File: src/include/sdv_config.svh
`ifndef SDV_CONFIG_SVH
`define SDV_CONFIG_SVH

// camera channels sharing the frame store
`define SDV_CHANNELS      2

// pixel and memory word geometry
`define SDV_PIX_W         8
`define SDV_WORD_W        32
`define SDV_PIX_PER_WORD  4

// one frame is 16 words, i.e. 64 pixels
`define SDV_FRAME_WORDS   16
`define SDV_BURST_WORDS   4
`define SDV_FIFO_DEPTH    16

// channels x 2 banks x frame words
`define SDV_MEM_WORDS     64

// key must be stable this many cycles
`define SDV_KEY_HOLD      8

`endif

File: src/hw/sdv_pkg.sv
`default_nettype none
`include "sdv_config.svh"

package sdv_pkg;

    typedef logic [$clog2(`SDV_CHANNELS)-1:0]    chan_t;
    typedef logic [$clog2(`SDV_FRAME_WORDS)-1:0] offset_t;

    // frame-store address, channel in the top bits
    typedef struct packed {
        chan_t   chan;
        logic    bank;
        offset_t offset;
    } mem_addr_t;

    // one memory word, seen whole or as its pixels (pixel 0 in low byte)
    typedef union packed {
        logic [`SDV_WORD_W-1:0]                       raw;
        logic [`SDV_PIX_PER_WORD-1:0][`SDV_PIX_W-1:0] pix;
    } pixel_word_u;

    typedef struct packed {
        logic                  frame_start;
        logic                  valid;
        logic [`SDV_PIX_W-1:0] data;
    } cam_pixel_t;

    typedef struct packed {
        logic        en;
        mem_addr_t   addr;
        pixel_word_u word;
    } wr_beat_t;

    typedef struct packed {
        logic wr_bank;
        logic rd_bank;
        logic rd_ready;
    } bank_state_t;

endpackage

`default_nettype wire

File: src/hw/cam_write_channel.sv
`timescale 1ns/10ps
`default_nettype none
`include "sdv_config.svh"

module cam_write_channel (
    input  wire                  ddr_clk,
    input  wire                  arst_n,
    input  wire sdv_pkg::cam_pixel_t cam,
    input  wire                  grant,
    output logic                 req,
    output sdv_pkg::pixel_word_u head,
    output sdv_pkg::offset_t     offset,
    output logic                 frame_done
);
    import sdv_pkg::*;

    localparam int PTR_W = $clog2(`SDV_FIFO_DEPTH);
    localparam int SEL_W = $clog2(`SDV_PIX_PER_WORD);

    pixel_word_u      pack;
    pixel_word_u      next_word;
    logic [SEL_W-1:0] pix_cnt;
    logic             push;
    logic             push_ok;
    logic             pop;

    pixel_word_u      fifo_mem [`SDV_FIFO_DEPTH];
    logic [PTR_W-1:0] wr_ptr;
    logic [PTR_W-1:0] rd_ptr;
    logic [PTR_W:0]   count;

    // ----------------------------------------------------------------------
    // pixel packing
    // ----------------------------------------------------------------------
    always_comb begin
        next_word = pack;
        next_word.pix[pix_cnt] = cam.data;
    end

    // last pixel of a word goes straight into the FIFO
    assign push = cam.valid && !cam.frame_start &&
                  (pix_cnt == SEL_W'(`SDV_PIX_PER_WORD - 1));

    // full FIFO drops the word, the frame then never completes
    assign push_ok = push && ((count != (PTR_W+1)'(`SDV_FIFO_DEPTH)) || pop);

    // an empty FIFO never advances the offset
    assign pop = grant && (count != '0) && !frame_done && !cam.frame_start;

    always_ff @(posedge ddr_clk) begin
        if (cam.valid) begin
            pack <= next_word;
        end
        if (push_ok) begin
            fifo_mem[wr_ptr] <= next_word;
        end
    end

    // ----------------------------------------------------------------------
    // FIFO pointers and frame offset
    // ----------------------------------------------------------------------
    always_ff @(posedge ddr_clk or negedge arst_n) begin
        if (!arst_n) begin
            pix_cnt    <= '0;
            wr_ptr     <= '0;
            rd_ptr     <= '0;
            count      <= '0;
            offset     <= '0;
            frame_done <= 1'b0;
        end else if (cam.frame_start) begin
            pix_cnt    <= '0;
            wr_ptr     <= '0;
            rd_ptr     <= '0;
            count      <= '0;
            offset     <= '0;
            frame_done <= 1'b0;
        end else begin
            if (cam.valid) begin
                pix_cnt <= pix_cnt + 1'b1;
            end
            if (push_ok) begin
                wr_ptr <= wr_ptr + 1'b1;
            end
            if (pop) begin
                rd_ptr <= rd_ptr + 1'b1;
                offset <= offset + 1'b1;
                if (offset == offset_t'(`SDV_FRAME_WORDS - 1)) begin
                    frame_done <= 1'b1;
                end
            end
            count <= count + {{PTR_W{1'b0}}, push_ok} - {{PTR_W{1'b0}}, pop};
        end
    end

    assign head = fifo_mem[rd_ptr];
    assign req  = (count >= (PTR_W+1)'(`SDV_BURST_WORDS)) && !frame_done;

endmodule

`default_nettype wire

File: src/hw/burst_arbiter.sv
`timescale 1ns/10ps
`default_nettype none
`include "sdv_config.svh"

module burst_arbiter (
    input  wire                       ddr_clk,
    input  wire                       arst_n,
    input  wire [`SDV_CHANNELS-1:0]   req,
    input  wire sdv_pkg::pixel_word_u head [`SDV_CHANNELS],
    input  wire sdv_pkg::offset_t     offset [`SDV_CHANNELS],
    input  wire [`SDV_CHANNELS-1:0]   wr_bank,
    output logic [`SDV_CHANNELS-1:0]  grant,
    output sdv_pkg::wr_beat_t         beat
);
    import sdv_pkg::*;

    localparam int CH     = `SDV_CHANNELS;
    localparam int BEAT_W = $clog2(`SDV_BURST_WORDS);

    // channel of the current or most recent window
    chan_t             last;
    chan_t             pick;
    chan_t             cand;
    logic              pick_valid;
    logic [BEAT_W-1:0] beat_cnt;

    // round robin, search starts one past the last served channel
    always_comb begin
        pick       = last;
        pick_valid = 1'b0;
        cand       = last;
        for (int i = 1; i <= CH; i++) begin
            cand = chan_t'((int'(last) + i) % CH);
            if (!pick_valid && req[cand]) begin
                pick       = cand;
                pick_valid = 1'b1;
            end
        end
    end

    // the zero-grant cycle between windows is where the next pick is made
    always_ff @(posedge ddr_clk or negedge arst_n) begin
        if (!arst_n) begin
            grant    <= '0;
            beat_cnt <= '0;
            last     <= '0;
        end else if (grant == '0) begin
            beat_cnt <= '0;
            if (pick_valid) begin
                grant <= {{(CH-1){1'b0}}, 1'b1} << pick;
                last  <= pick;
            end
        end else begin
            beat_cnt <= beat_cnt + 1'b1;
            if (beat_cnt == BEAT_W'(`SDV_BURST_WORDS - 1)) begin
                grant <= '0;
            end
        end
    end

    // write beat follows the granted channel's head word
    always_comb begin
        beat.en          = |grant;
        beat.addr.chan   = last;
        beat.addr.bank   = wr_bank[last];
        beat.addr.offset = offset[last];
        beat.word        = head[last];
    end

endmodule

`default_nettype wire

File: src/hw/bank_switch_ctrl.sv
`timescale 1ns/10ps
`default_nettype none
`include "sdv_config.svh"

module bank_switch_ctrl (
    input  wire                      ddr_clk,
    input  wire                      arst_n,
    input  wire [`SDV_CHANNELS-1:0]  frame_start,
    input  wire [`SDV_CHANNELS-1:0]  frame_done,
    output sdv_pkg::bank_state_t     bank [`SDV_CHANNELS]
);

    // ping-pong per channel
    // a bank is published only once its frame landed in full,
    // otherwise the writer starts over in the same bank
    always_ff @(posedge ddr_clk or negedge arst_n) begin
        if (!arst_n) begin
            for (int n = 0; n < `SDV_CHANNELS; n++) begin
                bank[n] <= '0;
            end
        end else begin
            for (int n = 0; n < `SDV_CHANNELS; n++) begin
                if (frame_start[n] && frame_done[n]) begin
                    bank[n].rd_bank  <= bank[n].wr_bank;
                    bank[n].rd_ready <= 1'b1;
                    bank[n].wr_bank  <= ~bank[n].wr_bank;
                end
            end
        end
    end

endmodule

`default_nettype wire

File: src/hw/frame_store.sv
`timescale 1ns/10ps
`default_nettype none
`include "sdv_config.svh"

module frame_store (
    input  wire                     ddr_clk,
    input  wire sdv_pkg::wr_beat_t  beat,
    input  wire sdv_pkg::mem_addr_t rd_addr,
    output sdv_pkg::pixel_word_u    rd_word
);

    logic [`SDV_WORD_W-1:0] mem [`SDV_MEM_WORDS];

    // one write port, read data one cycle after the address
    always_ff @(posedge ddr_clk) begin
        if (beat.en) begin
            mem[beat.addr] <= beat.word.raw;
        end
        rd_word.raw <= mem[rd_addr];
    end

endmodule

`default_nettype wire

File: src/hw/key_channel_select.sv
`timescale 1ns/10ps
`default_nettype none
`include "sdv_config.svh"

module key_channel_select (
    input  wire             ddr_clk,
    input  wire             arst_n,
    input  wire             switch_key,
    output sdv_pkg::chan_t  read_channel
);
    import sdv_pkg::*;

    localparam int CNT_W = $clog2(`SDV_KEY_HOLD + 1);

    logic [1:0]       key_sync;
    logic [CNT_W-1:0] hold_cnt;

    // counter saturates while held, so one press gives one step
    always_ff @(posedge ddr_clk or negedge arst_n) begin
        if (!arst_n) begin
            key_sync     <= '0;
            hold_cnt     <= '0;
            read_channel <= '0;
        end else begin
            key_sync <= {key_sync[0], switch_key};
            if (!key_sync[1]) begin
                hold_cnt <= '0;
            end else if (hold_cnt != CNT_W'(`SDV_KEY_HOLD)) begin
                hold_cnt <= hold_cnt + 1'b1;
                if (hold_cnt == CNT_W'(`SDV_KEY_HOLD - 1)) begin
                    if (read_channel == chan_t'(`SDV_CHANNELS - 1)) begin
                        read_channel <= '0;
                    end else begin
                        read_channel <= read_channel + 1'b1;
                    end
                end
            end
        end
    end

endmodule

`default_nettype wire

File: src/hw/display_reader.sv
`timescale 1ns/10ps
`default_nettype none
`include "sdv_config.svh"

module display_reader (
    input  wire                       ddr_clk,
    input  wire                       arst_n,
    input  wire                       disp_frame_start,
    input  wire sdv_pkg::chan_t       read_channel,
    input  wire sdv_pkg::bank_state_t bank [`SDV_CHANNELS],
    output sdv_pkg::mem_addr_t        rd_addr,
    input  wire sdv_pkg::pixel_word_u rd_word,
    output logic                      pix_valid,
    output logic [`SDV_PIX_W-1:0]     pix_data
);
    import sdv_pkg::*;

    localparam int FRAME_PIX = `SDV_FRAME_WORDS * `SDV_PIX_PER_WORD;
    localparam int PCNT_W    = $clog2(FRAME_PIX);
    localparam int SEL_W     = $clog2(`SDV_PIX_PER_WORD);

    logic              start;
    logic              busy;
    logic [PCNT_W-1:0] pix_cnt;
    logic [SEL_W-1:0]  sel_d;
    chan_t             cur_chan;
    logic              cur_bank;

    // no readout from an unfinished bank, none over a running one
    assign start = disp_frame_start && !busy && !pix_valid &&
                   bank[read_channel].rd_ready;

    always_ff @(posedge ddr_clk or negedge arst_n) begin
        if (!arst_n) begin
            busy      <= 1'b0;
            pix_cnt   <= '0;
            pix_valid <= 1'b0;
        end else begin
            // valid trails the address stage by the memory latency
            pix_valid <= busy;
            if (start) begin
                busy    <= 1'b1;
                pix_cnt <= '0;
            end else if (busy) begin
                pix_cnt <= pix_cnt + 1'b1;
                if (pix_cnt == PCNT_W'(FRAME_PIX - 1)) begin
                    busy <= 1'b0;
                end
            end
        end
    end

    always_ff @(posedge ddr_clk) begin
        if (start) begin
            cur_chan <= read_channel;
            cur_bank <= bank[read_channel].rd_bank;
        end
        sel_d <= pix_cnt[SEL_W-1:0];
    end

    // address holds each word for all of its pixels
    always_comb begin
        rd_addr.chan   = cur_chan;
        rd_addr.bank   = cur_bank;
        rd_addr.offset = pix_cnt[PCNT_W-1:SEL_W];
    end

    assign pix_data = rd_word.pix[sel_d];

endmodule

`default_nettype wire

File: src/hw/top_sdv.sv
`timescale 1ns/10ps
`default_nettype none
`include "sdv_config.svh"

module top_sdv (
    input  wire                                          ddr_clk,
    input  wire                                          arst_n,
    input  wire sdv_pkg::cam_pixel_t [`SDV_CHANNELS-1:0] cam,
    input  wire                                          switch_key,
    input  wire                                          disp_frame_start,
    output wire                                          pix_valid,
    output wire [`SDV_PIX_W-1:0]                         pix_data
);
    import sdv_pkg::*;

    wire [`SDV_CHANNELS-1:0] req;
    wire [`SDV_CHANNELS-1:0] grant;
    wire [`SDV_CHANNELS-1:0] frame_done;
    wire [`SDV_CHANNELS-1:0] frame_start;
    wire [`SDV_CHANNELS-1:0] wr_bank;
    wire pixel_word_u        head [`SDV_CHANNELS];
    wire offset_t            offset [`SDV_CHANNELS];
    wire bank_state_t        bank [`SDV_CHANNELS];
    wire wr_beat_t           beat;
    wire mem_addr_t          rd_addr;
    wire pixel_word_u        rd_word;
    wire chan_t              read_channel;

    // ----------------------------------------------------------------------
    // camera write channels
    // ----------------------------------------------------------------------
    for (genvar n = 0; n < `SDV_CHANNELS; n++) begin : g_chan
        assign frame_start[n] = cam[n].frame_start;
        assign wr_bank[n]     = bank[n].wr_bank;

        cam_write_channel cam_write_channel_inst (
            .ddr_clk    (ddr_clk),
            .arst_n     (arst_n),
            .cam        (cam[n]),
            .grant      (grant[n]),
            .req        (req[n]),
            .head       (head[n]),
            .offset     (offset[n]),
            .frame_done (frame_done[n])
        );
    end

    // ----------------------------------------------------------------------
    // write path into the frame store
    // ----------------------------------------------------------------------
    burst_arbiter burst_arbiter_inst (
        .ddr_clk (ddr_clk),
        .arst_n  (arst_n),
        .req     (req),
        .head    (head),
        .offset  (offset),
        .wr_bank (wr_bank),
        .grant   (grant),
        .beat    (beat)
    );

    bank_switch_ctrl bank_switch_ctrl_inst (
        .ddr_clk     (ddr_clk),
        .arst_n      (arst_n),
        .frame_start (frame_start),
        .frame_done  (frame_done),
        .bank        (bank)
    );

    frame_store frame_store_inst (
        .ddr_clk (ddr_clk),
        .beat    (beat),
        .rd_addr (rd_addr),
        .rd_word (rd_word)
    );

    // ----------------------------------------------------------------------
    // display side
    // ----------------------------------------------------------------------
    key_channel_select key_channel_select_inst (
        .ddr_clk      (ddr_clk),
        .arst_n       (arst_n),
        .switch_key   (switch_key),
        .read_channel (read_channel)
    );

    display_reader display_reader_inst (
        .ddr_clk          (ddr_clk),
        .arst_n           (arst_n),
        .disp_frame_start (disp_frame_start),
        .read_channel     (read_channel),
        .bank             (bank),
        .rd_addr          (rd_addr),
        .rd_word          (rd_word),
        .pix_valid        (pix_valid),
        .pix_data         (pix_data)
    );

endmodule

`default_nettype wire

File: config.mk
export PLATFORM = sky130hd
export DESIGN_NAME = top_sdv
export DESIGN_NICKNAME = d
export VERILOG_FILES = /design/src/hw/sdv_pkg.sv /design/src/hw/cam_write_channel.sv /design/src/hw/burst_arbiter.sv /design/src/hw/bank_switch_ctrl.sv /design/src/hw/frame_store.sv /design/src/hw/key_channel_select.sv /design/src/hw/display_reader.sv /design/src/hw/top_sdv.sv
export VERILOG_INCLUDE_DIRS = /design/src /design/src/include
export SDC_FILE = /design/constraint.sdc
export NUM_CORES = 2
export LEC_CHECK = 0
export BUFFER_PORTS_ARGS = -buffer_cell sky130_fd_sc_hd__buf_2
export CAP_MARGIN = 0
export CORE_UTILIZATION = 55
export DETAILED_ROUTE_END_ITERATION = 10
export PLACE_DENSITY = 0.69
export SLEW_MARGIN = 10
export SYNTH_ARGS = -nofsm -noshare
export SYNTH_HDL_FRONTEND = slang
export SYNTH_SLANG_ARGS = --single-unit
File: constraint.sdc
create_clock -name ddr_clk -period 4.61 [get_ports ddr_clk]
set_input_delay 0.2305 -clock ddr_clk [delete_from_list [all_inputs] [get_ports ddr_clk]]
set_output_delay 0.2305 -clock ddr_clk [all_outputs]
set_load 0.02 [all_outputs]
=== After elaboration in Yosys (flattened, before gate mapping) ===
Memory sizes are Yosys's and may differ from the RTL's. A register that Yosys moved wholly into a read port is not among the register bits.
Index checks and enable logic that the tools add are counted.

* Register bits after elaboration: 134
* Bits in writable memories: 3072
* Logic and storage cells: 201
* Input port bits: 24
* Output and inout bits: 9
* Memories kept: 3

* Eq/ne operators: 12
* Add/sub/neg operators: 18
* Reduce and logical (&&, ||, !) cells: 50
* Order comparisons: 12
* Muxes and demuxes: 69
* Bitwise gates (word level): 4
* Shifts and indexed selects: 1

{| class="wikitable"
|+ Memories
! memory !! words !! width !! rd ports !! clocked after Yosys merged registers in !! write ports !! RTL line !! source
|-
| frame_store_inst.mem || 64 || 32 || 1 || 1 || 1 || frame_store.sv:12 || <nowiki>logic [`SDV_WORD_W-1:0] mem [`SDV_MEM_WORDS];</nowiki>
|-
| g_chan[0].cam_write_channel_inst.fifo_mem || 16 || 32 || 1 || 0 || 1 || cam_write_channel.sv:27 || <nowiki>pixel_word_u fifo_mem [`SDV_FIFO_DEPTH];</nowiki>
|-
| g_chan[1].cam_write_channel_inst.fifo_mem || 16 || 32 || 1 || 0 || 1 || cam_write_channel.sv:27 ||
|}

{| class="wikitable"
|+ Operators with widths
! operator !! count
|-
| $mux 32 || 3
|-
| $mux 4 || 17
|-
| $bwmux 32 || 2
|-
| $demux 8 s2 || 2
|-
| $add 4x1->4 const B || 7
|-
| $mux 1 || 26
|-
| $mux 8 || 3
|-
| $logic_and 1x1->1 || 22
|-
| $mux 2 || 11
|-
| $reduce_bool 2->1 || 10
|-
| $bmux 8 s2 || 1
|-
| $mux 6 || 2
|-
| $add 5x1->5 || 2
|-
| $ge 5x3->1 const B || 2
|-
| $mux 5 || 2
|-
| $ne 5x5->1 const B || 2
|-
| $reduce_bool 5->1 || 2
|-
| $sub 5x1->5 || 2
|-
| $lt 2x3->1 const B || 3
|-
| $eq 4x4->1 const B || 2
|-
| $reduce_and 2->1 || 4
|-
| $logic_not 1->1 || 7
|-
| $add 2x1->2 const B || 3
|-
| $add 6x1->6 const B || 1
|-
| other kinds (17) || 28
|}

=== Logic depth before layout (Yosys ltp) ===
* Depth in word-level cells: 11
* Gate-level depth with buffers: 16
* Mapped depth without buffers: 15

=== Modules after synthesis ===
Synthesis repeated with hierarchy kept, for this count alone.

* Cell total of the unflattened synthesis: 5610
* Area total of the unflattened synthesis: 124519.4 um2

{| class="wikitable"
|+ Modules (own cells, without submodules)
! module !! times used !! area an instance (um2) !! sequential area each (um2) !! cells an instance
|-
| frame_store || 1 || 78515.3 || 62139.6 || 3324
|-
| cam_write_channel (g_chan[0].cam_write_channel_inst) || 1 || 22295.1 || 16836.1 || 1133
|-
| cam_write_channel (g_chan[1].cam_write_channel_inst) || 1 || 21757.1 || 16836.1 || 1000
|-
| display_reader || 1 || 732.0 || 300.3 || 53
|-
| burst_arbiter || 1 || 678.2 || 125.1 || 60
|-
| key_channel_select || 1 || 319.1 || 175.2 || 26
|-
| bank_switch_ctrl || 1 || 222.7 || 150.1 || 14
|}

=== Worst setup path before layout ===
No wires, ideal clock.

* Path kind: reg-to-reg
* Start point: reg g_chan[0].cam_write_channel_inst.rd_ptr[0]
* End point: mem frame_store_inst.mem[0][25] in the netlist's numbering (data pin)
* Stages on the path, launching flop included: 9
* Data arrival time: 4.119 ns
* Setup slack: -0.211 ns
* Period minus slack after synthesis: 4.821 ns
* Required time: 3.908 ns
* Buffers on the path: 4
* Library setup time: 0.702 ns
* Path through: dfrtp_1 buf_2 buf_2 buf_4 buf_2 mux2i_1 o221ai_1 o22ai_1 o21ai_0

{| class="wikitable"
|+ RTL lines
! item !! RTL line !! source
|-
| start: declaration || cam_write_channel.sv:29 || <nowiki>logic [PTR_W-1:0] rd_ptr;</nowiki>
|-
| start signal: assignment || cam_write_channel.sv:85 || <nowiki>rd_ptr <= rd_ptr + 1'b1;</nowiki>
|-
| end: declaration || frame_store.sv:12 ||
|}

==> impl_metrics.toml <==
[critical_path]
cp_num_buf_inv = 2
worstReg2RegEnd = "frame_store_inst.mem[9][16]"
worstPathMaxFanout = 33
cp-startpoint = "g_chan[1].cam_write_channel_inst.rd_ptr[0]"
rr_worst_depth = 6
crit_chain = "buf_4 > mux4_2 > a22o_1 > o21ai_0 > o21ai_4 > buf_4"
slowest_stage = "o21ai_0"
crit_type = "flip-flop to flip-flop"
crit_path_end_kind = "flip-flop"
worstReg2RegStart = "g_chan[1].cam_write_channel_inst.rd_ptr[0]"
cpMostUsedCell = "buf_4"
ff2ff_setup_slack_ns = 0.50
crit_cells = 6
start_kind = "flip-flop"
critPathCapture = "frame_store_inst.mem[9][16]"
cpPeakStageDelay_ns = 0.86
arrival_ns = 4.75
critical-path-top-delay-family = "compound AO/OA/AOI/OAI gates"
required_ns = 5.25

[timing]
fin_crit_ns = 4.11
setup_viol = 0
relSlewSlack = -0.0198
rsz0062_at_grt = "no"
clock_skew_ns = 0.0728
hold_violations = 0
worstMarginPinSlew_ns = 1.51
max_freq_ghz = 0.243
finalCritPeriodShare = 0.892
holdWs_ns = 0.150
finalMaxSlewViolations = 4

[route]
vias = 63100
first_iter_violations = 8150
dr.pass1.iters = 5
antenna_left = 0
routed_wire_length_per_instance_um = 33.9
drc = 0
via_per_inst = 6.60
drt_wl_total_um = 324000

[synth]
synth_top_area_frac = 0.754
synth.area.top_cells = "edfxtp_1 (75%), mux4_2 (10%), mux2i_1 (3.9%)"
ys_ff_latch = 3238
synth_edf_count = 3138
synth-main-ff-cell = "edfxtp_1"
yosys.area.top_type = "edfxtp_1"
synthDistinctLibCells = 64
synth_nets = 5968
netlist_area_sq_um = 125000
synthCells = 5904
yosys_warnings = 0
avgSynthCellArea_sq_um = 21.2
ys_seq_area_frac = 0.772
synth.most_common_cell = "edfxtp_1"
async_flop_share = 0.0204
synth_common_cells = "edfxtp_1 (3138), mux4_2 (573), mux2i_1 (484), clkbuf_1 (155), nor2_1 (137)"

[pwr]
p_per_area_nw_per_um2 = 616
power.total_mw = 87.9
p_leak_nw = 45.4
ir_drop_mv = 0.529

[global_route]
grt_max_degree = 68
grt_pass1_wl_um = 460000
grt_antenna_before_repair = 10
gr-usage-all-layers = 0.284
grt.overflow.total = 0
grt_pass1_vias = 62800

[floorplanning]
core_area_sq_um = 225000
dieArea_sq_um = 229000
die_h_um = 479
initial_core_util = 0.555
rows = 174
die_x_um = 479
num_io_pins = 33

[clocking]
clk_pin_slew_ns = 0.06
cts_buffers = 337
worstSkewPairLatency_ns = 0.97
cts_max_path_buffers = 4
cts-htree-levels = 5
clock_sinks = 3238
root_buffer = "clkbuf_16"
cts_tree = "built"

[placement]
place_congestion = 0.853
port-buffer-count = 32
hpwl_um = 182000

[status]
outcome = "complete, but fails checks"
violations = "max-capacitance violations, max-slew violations"

[layout]
area_growth_pct = 14.0
fillCellCount = 14900
final_nets = 6379
drive_gt1_frac = 0.259

[job]
max_cap_violations = 1

[min_path]
min_path_type = "input pin to flip-flop"
==> how the worst min path moves through the flow <==
stage          depth (start not counted)        from                                           to
3_5_place_dp                           1      arst_n  g_chan[0].cam_write_channel_inst.pix_cnt[1]
3_3_place_gp                           1      arst_n  g_chan[0].cam_write_channel_inst.pix_cnt[0]
2_1_floorplan                          0      arst_n                bank_switch_ctrl_inst.bank[0]
5_1_grt                                2  switch_key          key_channel_select_inst.key_sync[0]
6_report                               2  switch_key          key_channel_select_inst.key_sync[0]
4_1_cts                                2  switch_key          key_channel_select_inst.key_sync[0]
==> power by group <==
part	total [mW]	internal [mW]	switching (mW)
Combinational	22.9	8.30	14.6
Clock	26.9	16.0	10.9
Sequential	38.1	37.0	1.09
Total	87.9	61.3	26.6
==> stage by stage <==
| stage | setup WS, ns | cells | util | instance area (sq um) | TNS (ns) |
|---|---|---|---|---|---|
| 3_5_place_dp | 0.493 | 8942 | 0.583 | 131000 | 0 |
| 3_3_place_gp | 0.267 | 8937 | 0.583 | 131000 | 0 |
| 2_1_floorplan | -0.204 | 5904 | - | 125000 | -155.27 |
| 6_report | 0.499 | 9567 | 0.633 | 143000 | 0 |
| 4_1_cts | 0.472 | 9560 | 0.633 | 143000 | 0 |
| 5_1_grt | 0.460 | 9563 | 0.633 | 143000 | 0 |
==> routing by layer <==
metal,GRT usage,vias up,share of wire
met3,0.0569,697,0.097
li1,-,25600,-
met2,0.451,3465,0.48
met4,0.128,6,0.051
met1,0.386,33400,0.37
met5,0,-,0.00012
==> kinds of logic after synthesis <==
group	after synthesis	synth area share
DFF	3238	0.772
muxes	1165	0.152
buffers and inverters	368	0.0153
AOI/OAI and AO/OA	662	0.0388
and+or+nand+nor	397	0.0155
adders and majority gates	40	0.00412
xor gates and xnor gates	34	0.00238
==> cells in the final DEF, fill, tap and decap left out, types with 40 or more instances in the layout <==
| cell type | n |
|---|---|
| clkinv_2 | 56 |
| dfrtp_1 | 55 |
| nor2_1 | 77 |
| edfxtp_1 | 3138 |
| o221ai_1 | 70 |
| nor2_4 | 57 |
| o22ai_1 | 67 |
| mux4_2 | 573 |
| a221oi_1 | 77 |
| buf_4 | 297 |
| buf_12 | 52 |
| mux2_2 | 108 |
| nand2_1 | 74 |
| clkbuf_16 | 343 |
| mux2i_1 | 484 |
| bufinv_16 | 40 |
| clkinv_1 | 48 |
| a22oi_1 | 69 |
| nor2b_1 | 47 |
| o21ai_0 | 53 |
| a22o_1 | 67 |
| a211oi_1 | 54 |
| clkbuf_1 | 75 |
==> state kept, by name (all words and copies together), names as in the netlist, 4 cells and up <==
name	flops
frame_store_inst.mem	2048
g_chan.cam_write_channel_inst.fifo_mem	1024
g_chan.cam_write_channel_inst.pack	64
frame_store_inst.rd_word	32
g_chan.cam_write_channel_inst.count	10
g_chan.cam_write_channel_inst.offset	8
g_chan.cam_write_channel_inst.rd_ptr	8
g_chan.cam_write_channel_inst.wr_ptr	8
bank_switch_ctrl_inst.bank	6
display_reader_inst.pix_cnt	6
g_chan.cam_write_channel_inst.pix_cnt	4
key_channel_select_inst.hold_cnt	4
==> repair_timing <==
item	4_1_cts	5_1_grt
endpoints found under the hold margin	1067	0
setup buffers	0	0
resized for setup	0	0
hold buffers	25	0
endpoints found under the setup margin	0	0
==> area by class of cell <==
class / count / area, sq um / share of cell area
flip-flops and latches: 3238 / 96600 / 0.677
multi-input cells: 2298 / 27600 / 0.193
clock buffers: 427 / 8990 / 0.0630
well taps: 2992 / 3740 / 0.0263
repair buffers: 406 / 3700 / 0.0260
clock inverters: 166 / 1860 / 0.0131
inverters: 34 / 128 / 0.000895
diodes: 6 / 15.0 / 0.000105
(Power assumes the default switching activity.)
